[src/verilog/alu_params.svh]
////////////////////////////////////////////////////////////
// width macros for the integer execution unit
// ALU_SHAMT_BITS must equal log2 of ALU_XLEN
////////////////////////////////////////////////////////////

`ifndef ALU_PARAMS_SVH
`define ALU_PARAMS_SVH

// operand and result width
`define ALU_XLEN 64

// low bits of operand b taken as the shift amount
`define ALU_SHAMT_BITS 6

`endif

[src/verilog/alu_pkg.sv]
////////////////////////////////////////////////////////////
// shared types of the integer execution unit
// function codes follow the RV64I funct3 selector
// sub is only looked at for OP_ADD, arith only for OP_SRL
////////////////////////////////////////////////////////////

`include "alu_params.svh"

package alu_pkg;

    // three-bit function select
    typedef enum logic [2:0] {
        OP_ADD  = 3'd0,
        OP_SLL  = 3'd1,
        OP_SLT  = 3'd2,
        OP_SLTU = 3'd3,
        OP_XOR  = 3'd4,
        OP_SRL  = 3'd5,
        OP_OR   = 3'd6,
        OP_AND  = 3'd7
    } alu_op_e;

    // one operation as handed over by the requester
    typedef struct packed {
        logic [`ALU_XLEN-1:0] a;
        logic [`ALU_XLEN-1:0] b;
        alu_op_e              op;
        logic                 sub;
        logic                 arith;
    } alu_req_t;

    // adder status
    typedef struct packed {
        logic zero;
        logic negative;
        logic carry;
        logic overflow;
    } alu_flags_t;

    typedef struct packed {
        logic [`ALU_XLEN-1:0] result;
        alu_flags_t           flags;
    } alu_rsp_t;

endpackage

[src/verilog/alu_result_merge.sv]
////////////////////////////////////////////////////////////
// picks the result by function code and masks the flags
// compare results are 0 or 1, taken from the adder flags
// flags read zero for the logic and shift codes
////////////////////////////////////////////////////////////

`timescale 1ns/100ps

`include "alu_params.svh"

module alu_result_merge
    import alu_pkg::*;
(
    input  alu_op_e              op,
    input  logic [`ALU_XLEN-1:0] sum,
    input  alu_flags_t           add_flags,
    input  logic [`ALU_XLEN-1:0] logic_result,
    output alu_rsp_t             merged
);

    logic lt_signed;
    logic lt_unsigned;

    // a < b signed when sign and overflow disagree
    assign lt_signed   = add_flags.negative ^ add_flags.overflow;
    // borrow out means a < b unsigned
    assign lt_unsigned = ~add_flags.carry;

    always_comb begin
        case (op)
            OP_ADD: begin
                merged.result = sum;
                merged.flags  = add_flags;
            end
            OP_SLT: begin
                merged.result = {{(`ALU_XLEN-1){1'b0}}, lt_signed};
                merged.flags  = add_flags;
            end
            OP_SLTU: begin
                merged.result = {{(`ALU_XLEN-1){1'b0}}, lt_unsigned};
                merged.flags  = add_flags;
            end
            default: begin
                merged.result = logic_result;
                merged.flags  = '0;
            end
        endcase
    end

    always_comb begin
        if (op == OP_SLT || op == OP_SLTU) begin
            a_cmp_upper_zero: assert final (merged.result[`ALU_XLEN-1:1] == '0)
                else $error("alu_result_merge: compare result wider than one bit");
        end
    end

endmodule

[config.mk]
export PLATFORM = sky130hd
export DESIGN_NAME = alu_result_merge
export DESIGN_NICKNAME = d
export VERILOG_FILES = /design/src/verilog/alu_pkg.sv /design/src/verilog/alu_result_merge.sv
export VERILOG_INCLUDE_DIRS = /design/src /design/src/verilog
export SDC_FILE = /design/constraint.sdc
export NUM_CORES = 1
export LEC_CHECK = 0
export BUFFER_PORTS_ARGS = -buffer_cell sky130_fd_sc_hd__buf_4
export CORE_AREA = 2 2 79 81
export DETAILED_ROUTE_END_ITERATION = 8
export DIE_AREA = 0 0 81 83
export SETUP_SLACK_MARGIN = 0.1
export SYNTH_ARGS = -nofsm -noshare
export SYNTH_HDL_FRONTEND = slang
export SYNTH_SLANG_ARGS = --single-unit
[constraint.sdc]
create_clock -name vclk -period 0.95
set_input_delay 0 -clock vclk [all_inputs]
set_output_delay 0 -clock vclk [all_outputs]
set_load 0.005 [all_outputs]
==> metrics.md <==
| Metric | Value |
|---|---|
| Vias/cell | `~4.6` |
| Seq/Total Area, Yosys | `0%` |
| Crit Path Max Fanout | `8` |
| Post-place setup slack | `between 10 and 15 ps` |
| Vias in the first global route | `between 1,500 and 2,000` |
| Final worst slack | `27.0 ps` |
| # hold bufs at CTS | `0` |
| Critical path class | `input port to output port` |
| Crit-path max cell delay | `210 ps` |
| Leading area contributor after synthesis | `a22o_1` |
| Worst endpoint required time | `around 950 ps` |
| PortBufs | `203` |
| Crit. End Element | `output port` |
| PwrDens | `roughly 500 mW/mm^2` |
| Most frequent cell after synthesis | `a22o_1` |
| WL final | `about 6 mm` |
| Wire per inst | `16.2 um` |
| Placer Congestion | `0.748` |
| CP Launch Type | `input port` |
| Multi-input logic area | `644 sq um` |
| Placed cells | `362` |
| Worst vdd ir | `0.209 mV` |
| Total track usage | `14.8%` |
| Slew HR | `78.9%` |
| Share of layout cells above drive strength 1 | `about three quarters` |
| Fillers | `slightly below 600` |
| DIE HEIGHT | `83 um` |
| Vias | `around 1,700` |
| Fin nets | `roughly 430` |
| Static leakage | `1.49 nW` |
| Yosys cell types | `13` |
| Crit-path cells | `buf_8 > nor3_4 > buf_12 > clkbuf_16 > a22o_1 > buf_4` |
| Initial Utilization | `12.2%` |
| Status | `finished, final reports clean` |
| Cells after Synth | `93` |
| Die X | `81 um` |
| Initial antenna violation count | `0` |
| Largest net degree at the start of global routing | `34` |
| # IOs | `roughly 200` |
| Detail Route Antenna Nets | `0` |
| Core box area | `0.00582 sq mm` |
| Sequential cell count | `0` |
| Tcrit/Tclk final | `97.2%` |
| Drt first pass iters | `4` |
| Ranking of synthesized cells by area | `a22o_1, buf_2, nor2_1` |
| DRC Markers | `0` |
| RSZ-0062 raised after global routing | `yes` |
| Mapped Nets | `~230` |
| Post-Syn Area | `709 sq um` |
| First-pass GRT wire length | `slightly above 8 mm` |
| N_diodes | `0` |
| GRT overflow | `0` |
| Top-area cell type share of the netlist area | `77.8%` |
| Register area | `0 sq um` |
| CLK BUF | `0` |
| Dpl hpwl | `4.41 mm` |
| Core Util, Final | `45.1%` |
| Fin crit period | `just over 900 ps` |
| Achievable clock frequency | `1080 MHz` |
| Fin. Hold Viols | `0` |
| Least-Margin Pin Slew | `316 ps` |
| Total of max-cap violations | `0` |
| Worst Hold Class | `input port to output port` |
| Slew Limit Fails | `0` |
| Layout area overhead | `269%` |
| Worst path arrival time | `920 ps` |
| Setup TNS | `0 ps` |
| # rows | `28` |
| Die footprint | `0.00672 sq mm` |
| Syn_area_per_cell | `~7.6 sq um` |
| Synth Warn # | `0` |
| Final setup violating endpoints | `0` |
| Slowest stage cell, crit path | `nor3_4` |
| Most frequent cells after synthesis | `a22o_1, buf_2, nor2_1` |
| Final Non-Filler Cells | `372` |
| Pwr Total | `1.31 mW` |
| Initial DRC Count | `23` |
## critical path, delay by kind of cell
kind	cells	cell delay [ps]
buf+inv	4	570
simple gates	1	210
compound gates	1	140
## power breakdown
group	internal (mW)	total (mW)	switching, mW
clock network	0	0	0
registers	0	0	0
logic	0.899	1.31	0.409
total	0.899	1.31	0.409
## cell usage in the layout, fill, tap and decap left out
cell type  count
inv_1          4
nor2_1         5
xnor2_1        1
clkbuf_16      4
inv_2          1
buf_12         6
o31ai_1        1
nand2b_1       1
a22o_1        63
buf_6          6
a2111oi_1      1
a221o_1        1
a21o_4         1
nor3_4         1
buf_8          1
buf_16         3
buf_4        197
## per-layer routing
metal | global-route usage, % | vias up | wire length, um
met3 | 2.61 | 0 | 592
met2 | 29.9 | 113 | 3330
li1 | - | 810 | -
met5 | 0 | - | 0
met4 | 0.308 | 0 | 0
met1 | 16.2 | 776 | 2100
## layout make-up
class                      count  area share, %
multi-input combinational     75           24.6
inverter                       5          0.716
tap                           75           3.58
timing repair buffer         217           71.1
## what timing repair did
item,CTS,global route
pin swaps,0,40
gates cloned,4,5
endpoints found under the setup margin,64,64
buffers inserted,2,0
resized for setup,9,7
## kinds of logic after synthesis
kind of cell	count (synthesis)	share of synthesized area, %
XOR/XNOR	1	1.23
AND/OR/NAND/NOR	7	4.94
buffers and inverters	18	11.3
AO/OA/AOI/OAI	67	82.5
## final timing paths
| path | start | end | slack (ps) | cells past startpoint |
|---|---|---|---|---|
| hold / removal | logic_result[24] | merged[28] | 280 | 3 |
| setup / recovery | op[1] | merged[49] | 30 | 6 |
## stage by stage
stage	hold WS, ps	cell area (sq um)
floorplan	70.7	709
global placement	281	2350
detailed placement	281	2350
CTS	281	2510
global route	294	2620
finish	281	2620
(Power assumes the default switching activity.)
