**config.mk**
```make
export PLATFORM = sky130hd
export DESIGN_NAME = alu_handshake
export DESIGN_NICKNAME = d
export VERILOG_FILES = /design/src/verilog/alu_pkg.sv /design/src/verilog/alu_handshake.sv
export VERILOG_INCLUDE_DIRS = /design/src /design/src/verilog
export SDC_FILE = /design/constraint.sdc
export NUM_CORES = 1
export LEC_CHECK = 0
export BUFFER_PORTS_ARGS = -buffer_cell sky130_fd_sc_hd__buf_4
export CAP_MARGIN = 20
export CORE_AREA = 2 2 158 160
export CTS_BUF_LIST = sky130_fd_sc_hd__clkbuf_4 sky130_fd_sc_hd__clkbuf_8 sky130_fd_sc_hd__clkbuf_16
export DETAILED_ROUTE_END_ITERATION = 7
export DIE_AREA = 0 0 160 162
export PLACE_DENSITY_LB_ADDON = 0.3
export SETUP_SLACK_MARGIN = 0.15
export SLEW_MARGIN = 10
export SYNTH_ARGS = -nofsm -noshare
export SYNTH_HDL_FRONTEND = slang
export SYNTH_SLANG_ARGS = --single-unit
```
**constraint.sdc**
```tcl
create_clock -name clk -period 2.59 [get_ports clk]
set_input_delay 0.3885 -clock clk [delete_from_list [all_inputs] [get_ports clk]]
set_output_delay 0.3885 -clock clk [all_outputs]
set_load 0.005 [all_outputs]
```
**src/verilog/alu_params.svh**
```systemverilog
////////////////////////////////////////////////////////////
// width macros for the integer execution unit
// ALU_SHAMT_BITS must equal log2 of ALU_XLEN
////////////////////////////////////////////////////////////

`ifndef ALU_PARAMS_SVH
`define ALU_PARAMS_SVH

// operand and result width
`define ALU_XLEN 64

// low bits of operand b taken as the shift amount
`define ALU_SHAMT_BITS 6

`endif

```
**src/verilog/alu_pkg.sv**
```systemverilog
////////////////////////////////////////////////////////////
// shared types of the integer execution unit
// function codes follow the RV64I funct3 selector
// sub is only looked at for OP_ADD, arith only for OP_SRL
////////////////////////////////////////////////////////////

`include "alu_params.svh"

package alu_pkg;

    // three-bit function select
    typedef enum logic [2:0] {
        OP_ADD  = 3'd0,
        OP_SLL  = 3'd1,
        OP_SLT  = 3'd2,
        OP_SLTU = 3'd3,
        OP_XOR  = 3'd4,
        OP_SRL  = 3'd5,
        OP_OR   = 3'd6,
        OP_AND  = 3'd7
    } alu_op_e;

    // one operation as handed over by the requester
    typedef struct packed {
        logic [`ALU_XLEN-1:0] a;
        logic [`ALU_XLEN-1:0] b;
        alu_op_e              op;
        logic                 sub;
        logic                 arith;
    } alu_req_t;

    // adder status
    typedef struct packed {
        logic zero;
        logic negative;
        logic carry;
        logic overflow;
    } alu_flags_t;

    typedef struct packed {
        logic [`ALU_XLEN-1:0] result;
        alu_flags_t           flags;
    } alu_rsp_t;

endpackage

```
**src/verilog/alu_handshake.sv**
```systemverilog
////////////////////////////////////////////////////////////
// four-phase req/ack control with operand and response regs
// req_data must be stable while req is high
// one operation in flight, at least four edges per request
////////////////////////////////////////////////////////////

`timescale 1ns/100ps

module alu_handshake
    import alu_pkg::*;
(
    input  logic     clk,
    input  logic     rst,
    input  logic     req,
    input  alu_req_t req_data,
    output logic     ack,
    output alu_req_t opnd,
    input  alu_rsp_t merged,
    output alu_rsp_t rsp
);

    typedef enum logic [1:0] {
        ST_IDLE    = 2'd0,
        ST_COMPUTE = 2'd1,
        ST_HOLD    = 2'd2
    } hs_state_e;

    hs_state_e state;

    always_ff @(posedge clk) begin
        if (rst) begin
            state <= ST_IDLE;
            opnd  <= '0;
            rsp   <= '0;
        end else begin
            case (state)
                ST_IDLE: begin
                    // capture operands at edge E
                    if (req) begin
                        opnd  <= req_data;
                        state <= ST_COMPUTE;
                    end
                end
                ST_COMPUTE: begin
                    // datapath settled, register the answer
                    rsp   <= merged;
                    state <= ST_HOLD;
                end
                ST_HOLD: begin
                    // return to zero once req drops
                    if (!req) begin
                        state <= ST_IDLE;
                    end
                end
                default: state <= ST_IDLE;
            endcase
        end
    end

    // ack comes straight from the state register
    assign ack = (state == ST_HOLD);

    // ack only answers a live request
    a_ack_rise_with_req: assert property (@(posedge clk) disable iff (rst)
        $rose(ack) |-> $past(req));

    // response frozen for the whole ack phase
    a_rsp_stable: assert property (@(posedge clk) disable iff (rst)
        (ack && $past(ack)) |-> $stable(rsp));

    a_ack_fall_after_req: assert property (@(posedge clk) disable iff (rst)
        $fell(ack) |-> !$past(req));

endmodule

```
==> flow_summary.json, run 1 <==
{
  "status": "finished, final reports clean",
  "hpwl_mm": 16.2,
  "drt_iter0_drc": 404,
  "design_area_sq_mm": 0.0110,
  "p_switching_mw": 1.82,
  "nFillCells": 2478,
  "relSlewSlack_pct": 63.3,
  "grt_max_degree": 98,
  "antenna_left": 0,
  "crit_chain": "nor2b_1 > buf_4",
  "row_count": 57,
  "avgSynthCellArea_sq_um": 7.93,
  "slew_viol_final": 0,
  "clkTransAtPathRegs_ps": 60,
  "grtUsageTotal_pct": 16.5,
  "cp.arrival_ps": 1420,
  "grt_antenna_before_repair": 0,
  "cp-end-kind": "output pin",
  "nets": 1460,
  "synth_seq_cells": 203,
  "path_buf_inv": 1,
  "slowest_delay_ps": 490,
  "cp-start-kind": "register",
  "yosysTopAreaCellShare_pct": 58.1,
  "wl_mm": 22.9,
  "cts-root-buf": "clkbuf_16",
  "p_clk_share_pct": 40.3,
  "final_layout_size_suffix_gt1_share_pct": 36.2,
  "critPathSlowestCell": "dfxtp_1",
  "rsz0062_at_grt": "no",
  "dp_slack_ps": 807,
  "drv_cap": 0,
  "final_common_cell": "buf_4",
  "vias": 7043,
  "diodes": 0,
  "path_max_fanout": 6,
  "worst_pin_slew_ps": 549,
  "synth_top_cell_by_area": "dfxtp_1",
  "power_frac_comb_pct": 13.9,
  "io_buffer_count": 405,
  "synthToLayoutAreaGrowth_pct": 56.6,
  "p_leak_nw": 4.90,
  "min_to": "rsp[22]",
  "r2r-start": "state[0]",
  "setup_viol": 0,
  "firstDrtPassIters": 4,
  "reg2reg_slack_ps": 840,
  "ioPinCount": 406,
  "synth_seq_area_share_pct": 58.1,
  "fin_crit_sh_pct": 69.9,
  "switching_share_pct": 24.4,
  "min_path_type": "in -> reg",
  "synth_top_cells_by_area": "dfxtp_1 (58%), nand2_1 (22%), a21oi_1 (14%)",
  "avgRoutedWirePerCell_um": 14.4,
  "min_from": "merged[22]",
  "syn_nets": 1086,
  "grt_overflow_total": 0,
  "cts_buffers": 23,
  "seqPwrFrac_pct": 45.8,
  "hold_ws_ps": 134,
  "ir_drop_uv": 456,
  "dieWidth_um": 160,
  "r2r_end": "rsp[40]",
  "timing.final.ws_setup_ps": 781,
  "clk_latency_ps": 500,
  "cts-resized-gates": 0,
  "syn_area_sq_mm": 0.00699,
  "post-route-drc-count": 0,
  "postPlaceCellArea_sq_mm": 0.0103,
  "clock-sinks": 203,
  "crit_required_ps": 2200,
  "netlist_instances": 882,
  "ys_warn_count": 0,
  "crit_family": "flip-flops",
  "synth.distinct_cells": 13,
  "place.gp.congestion": 0.830,
  "ctsHoldBuffers": 0,
  "intPower_mw": 5.62,
  "layout_common_cells": "buf_4 (411), nand2_1 (402), dfxtp_1 (203)",
  "start_util_pct": 29.0,
  "vias_per_cell": 4.42,
  "power.density_mw_per_mm2": 679,
  "dieArea_sq_mm": 0.0259,
  "die_h_um": 162,
  "fp.coreArea_sq_mm": 0.0241,
  "cts_max_level": 1,
  "max_freq_mhz": 553,
  "finalSetupTns_ps": 0,
  "holdPathStages": 3,
  "critPathKind": "reg -> out",
  "clockBufferDepth": 3,
  "post_cts_buffers": 0,
  "fin_crit_ps": 1810,
  "grt_pass1_wl_mm": 35.3,
  "cts_tree": "built",
  "fin_skew_ps": 3.69,
  "grt_pass1_vias": 6596,
  "hold_viol_final": 0,
  "reg2reg_depth": 4
}
routing by layer:
metal  vias to the layer above  wire length [um]  global-route usage [%]
li1                       3561                 -                       -
met1                      3175              9310                    19.8
met2                       266             11100                    28.6
met3                        41              1860                    4.75
met4                         0               646                    5.57
met5                         -                 0                       0
area by class of cell:
| cell class | count | area (sq um) | area share, % |
|---|---|---|---|
| Sequential cell | 203 | 4060 | 37.1 |
| Timing Repair Buffer | 417 | 3200 | 29.2 |
| Clock inverter | 7 | 41.3 | 0.377 |
| Tap cell | 324 | 405 | 3.70 |
| Clock buffer | 31 | 654 | 5.98 |
| Multi-Input combinational cell | 611 | 2590 | 23.6 |
synth_stat cells:
| master | count |
|---|---|
| nand2_1 | 402 |
| dfxtp_1 | 203 |
| a21oi_1 | 202 |
| clkbuf_1 | 37 |
| buf_2 | 16 |
| buf_4 | 8 |
| buf_6 | 7 |
| nor2b_1 | 2 |
| nand2b_1 | 1 |
| nand3b_1 | 1 |
| nor2_1 | 1 |
| nor3b_2 | 1 |
| or3b_1 | 1 |
metrics by stage:
stage / power (mW) / util, % / instances
2_1_floorplan: 3.89 / - / 882
3_3_place_gp: 4.51 / 42.5 / 1555
3_5_place_dp: 4.53 / 42.5 / 1555
4_1_cts: 7.55 / 45.4 / 1593
5_1_grt: 7.79 / 45.4 / 1593
6_report: 7.44 / 45.4 / 1593
kinds of logic (layout without fill, tap and decap cells):
family	after synthesis	in the layout	share of synthesized area (%)
flip-flops	203	203	58.1
AO/OA/AOI/OAI	202	202	14.5
AND/OR/NAND/NOR	409	409	22.3
buffers and inverters	68	455	5.12
worst max path at each step:
stage,to,slack (ps),cells past startpoint,startpoint
global route,ack,660,2,state[1]
floorplan,opnd[100],1230,6,req
global placement,opnd[59],850,5,req
CTS,ack,720,2,state[1]
detailed placement,opnd[68],810,5,req
finish,ack,780,2,state[1]
state kept, by name (all words and copies together) (netlist names):
| signal | count |
|---|---|
| opnd | 133 |
| rsp | 68 |
| state | 2 |
worst reg2reg max path: stages, from the launching register on:
cell and delay, ps:
dfxtp_1 470, nor2b_4 550, buf_4 400, nand2_1 100, a21oi_1 160
power by group through the flow:
| stage | logic (mW) | registers [mW] | clock network (mW) |
|---|---|---|---|
| 2_1_floorplan | 0.406 | 3.48 | 0 |
| 3_3_place_gp | 1.04 | 3.47 | 0 |
| 3_5_place_dp | 1.05 | 3.48 | 0 |
| 4_1_cts | 1.05 | 3.41 | 3.09 |
| 5_1_grt | 1.14 | 3.43 | 3.22 |
| 6_report | 1.03 | 3.41 | 3.00 |
(Power assumes the default switching activity.)
==> inputs of run 2 (changes only) <==
--- a/config.mk
+++ b/config.mk
@@ -8,10 +8,10 @@
 export LEC_CHECK = 0
 export BUFFER_PORTS_ARGS = -buffer_cell sky130_fd_sc_hd__buf_4
 export CAP_MARGIN = 20
-export CORE_AREA = 2 2 158 160
+export CORE_AREA = 2 2 159 161
 export CTS_BUF_LIST = sky130_fd_sc_hd__clkbuf_4 sky130_fd_sc_hd__clkbuf_8 sky130_fd_sc_hd__clkbuf_16
 export DETAILED_ROUTE_END_ITERATION = 7
-export DIE_AREA = 0 0 160 162
+export DIE_AREA = 0 0 161 163
 export PLACE_DENSITY_LB_ADDON = 0.3
 export SETUP_SLACK_MARGIN = 0.15
 export SLEW_MARGIN = 10
==> constraint.sdc (replaced) <==
create_clock -name clk -period 1.7 [get_ports clk]
set_input_delay 0.255 -clock clk [delete_from_list [all_inputs] [get_ports clk]]
set_output_delay 0.255 -clock clk [all_outputs]
set_load 0.005 [all_outputs]
==> run 2 against run 1 <==
Against the previous run: power is 66% higher; core utilization is 7.1 points higher; die area is 1.2% higher; cell area is 18% higher; setup slack worse by 550 ps; count of clock-buffer cells in the layout is 1 higher; non-clock buffer count is 183 higher; combinational power is 93% higher; clock power is 72% higher; clock skew is 7.7 ps higher; global-route usage is 1.8 points higher; critical endpoint unchanged; highest routed layer unchanged.
==> flow_summary.json, run 2 (same netlist as run 1, synthesis figures left out) <==
{
  "status": "finished, final reports clean",
  "path_max_fanout": 6,
  "hold_viol_final": 0,
  "dieArea_sq_mm": 0.0262,
  "start_util_pct": 28.3,
  "min_path_type": "in -> reg",
  "crit_required_ps": 1440,
  "slew_viol_final": 0,
  "fin_skew_ps": 11.4,
  "setup_viol": 0,
  "place.gp.congestion": 0.762,
  "cp-start-kind": "register",
  "timing.final.ws_setup_ps": 228,
  "row_count": 58,
  "cts_tree": "built",
  "vias": 7893,
  "drv_cap": 0,
  "ir_drop_uv": 653,
  "p_leak_nw": 5.74,
  "wl_met3_mm": 2.07,
  "clockBufferDepth": 3,
  "wl_mm": 25.7,
  "dp_slack_ps": 263,
  "clkTransAtPathRegs_ps": 60,
  "drt_iter0_drc": 445,
  "clock-sinks": 203,
  "rsz0062_at_grt": "no",
  "firstDrtPassIters": 4,
  "fp.coreArea_sq_mm": 0.0247,
  "relSlewSlack_pct": 75.6,
  "cts_buffers": 23,
  "dieWidth_um": 161,
  "r2r-start": "state[0]",
  "io_buffer_count": 405,
  "largest_reg_flops": 133,
  "diodes": 0,
  "clk_latency_ps": 510,
  "m1WireLength_mm": 9.85,
  "cp.arrival_ps": 1220,
  "vias_per_cell": 4.42,
  "grt_overflow_total": 0,
  "max_freq_mhz": 679,
  "power.density_mw_per_mm2": 952,
  "ioPinCount": 406,
  "hpwl_mm": 16.4,
  "p_total_mw": 12.3,
  "highest_layer": "met4",
  "top_register": "opnd",
  "grt_pass1_wl_mm": 39.5,
  "nets": 1643,
  "critPathKind": "reg -> out",
  "finalSetupTns_ps": 0,
  "die_h_um": 163,
  "cts_max_level": 1,
  "worst_pin_slew_ps": 366,
  "cts-root-buf": "clkbuf_16",
  "avgRoutedWirePerCell_um": 14.4,
  "worstSetupStartpoint": "state[1]",
  "post-route-drc-count": 0,
  "fin_crit_sh_pct": 86.6,
  "top_regs": "opnd: 133 flops, rsp: 68 flops, state: 2 flops",
  "synthToLayoutAreaGrowth_pct": 85.3,
  "min_from": "req_data[70]",
  "final_common_cell": "buf_4",
  "antenna_left": 0,
  "layout_common_cells": "buf_4 (410), nand2_1 (402), a21oi_1 (202), dfxtp_1 (202), dlygate4sd3_1 (178)",
  "final_layout_size_suffix_gt1_share_pct": 32.2,
  "grt_antenna_before_repair": 0,
  "dr_wl_met2_mm": 13.0,
  "grtUsageTotal_pct": 18.3,
  "grt_pass1_vias": 7787,
  "cp-end-kind": "output pin",
  "fin_crit_ps": 1470,
  "grt_max_degree": 70
}
==> run 2: final cells by class <==
class                           instances  area (sq um)
Clock inverter                          8           123
Fill cell                            2265         11700
Timing Repair Buffer                  600          5090
Multi-Input combinational cell        611          2590
Clock buffer                           32           674
Tap cell                              330           413
Sequential cell                       203          4070
==> run 2: what timing repair did <==
| action | in CTS | in global routing |
|---|---|---|
| setup buffers | 0 | 0 |
| endpoints found under the hold margin | 178 | 0 |
| gates resized for setup | 2 | 0 |
| endpoints found under the setup margin | 1 | 0 |
| hold buffers | 178 | 0 |
==> run 2: worst paths after layout <==
| path | end | slack [ps] | cells past startpoint |
|---|---|---|---|
| max | ack | 230 | 2 |
| min | opnd[70] | 20 | 3 |
| max reg2reg | opnd[23] | 290 | 5 |
| min reg2reg | opnd[95] | 450 | 2 |
==> run 2: critical path: stages (launching register included) <==
cell and delay [ps]:
dfxtp_2 400, nor2b_2 180, buf_4 140
==> run 2: through the flow <==
stage	hold slack [ps]	cell area [sq um]	utilization, %	std cells
final	17.9	13000	52.5	1784
after global routing	6.69	13000	52.5	1784
after CTS	0.212	13000	52.5	1784
after detailed placement	447	10400	42.1	1566
after global placement	442	10400	42.1	1566
after floorplan	391	6990	-	882
==> run 2: power breakdown <==
part           internal [mW]  switching, mW
combinational           1.15          0.840
sequential              5.04          0.152
clock                   3.22           1.94
==> run 2: per-layer routing <==
| metal | vias up | track usage [%] |
|---|---|---|
| met5 | - | 0 |
| met3 | 54 | 5.14 |
| met2 | 298 | 33.5 |
| met4 | 0 | 6.13 |
| met1 | 3608 | 20.5 |
| li1 | 3933 | - |
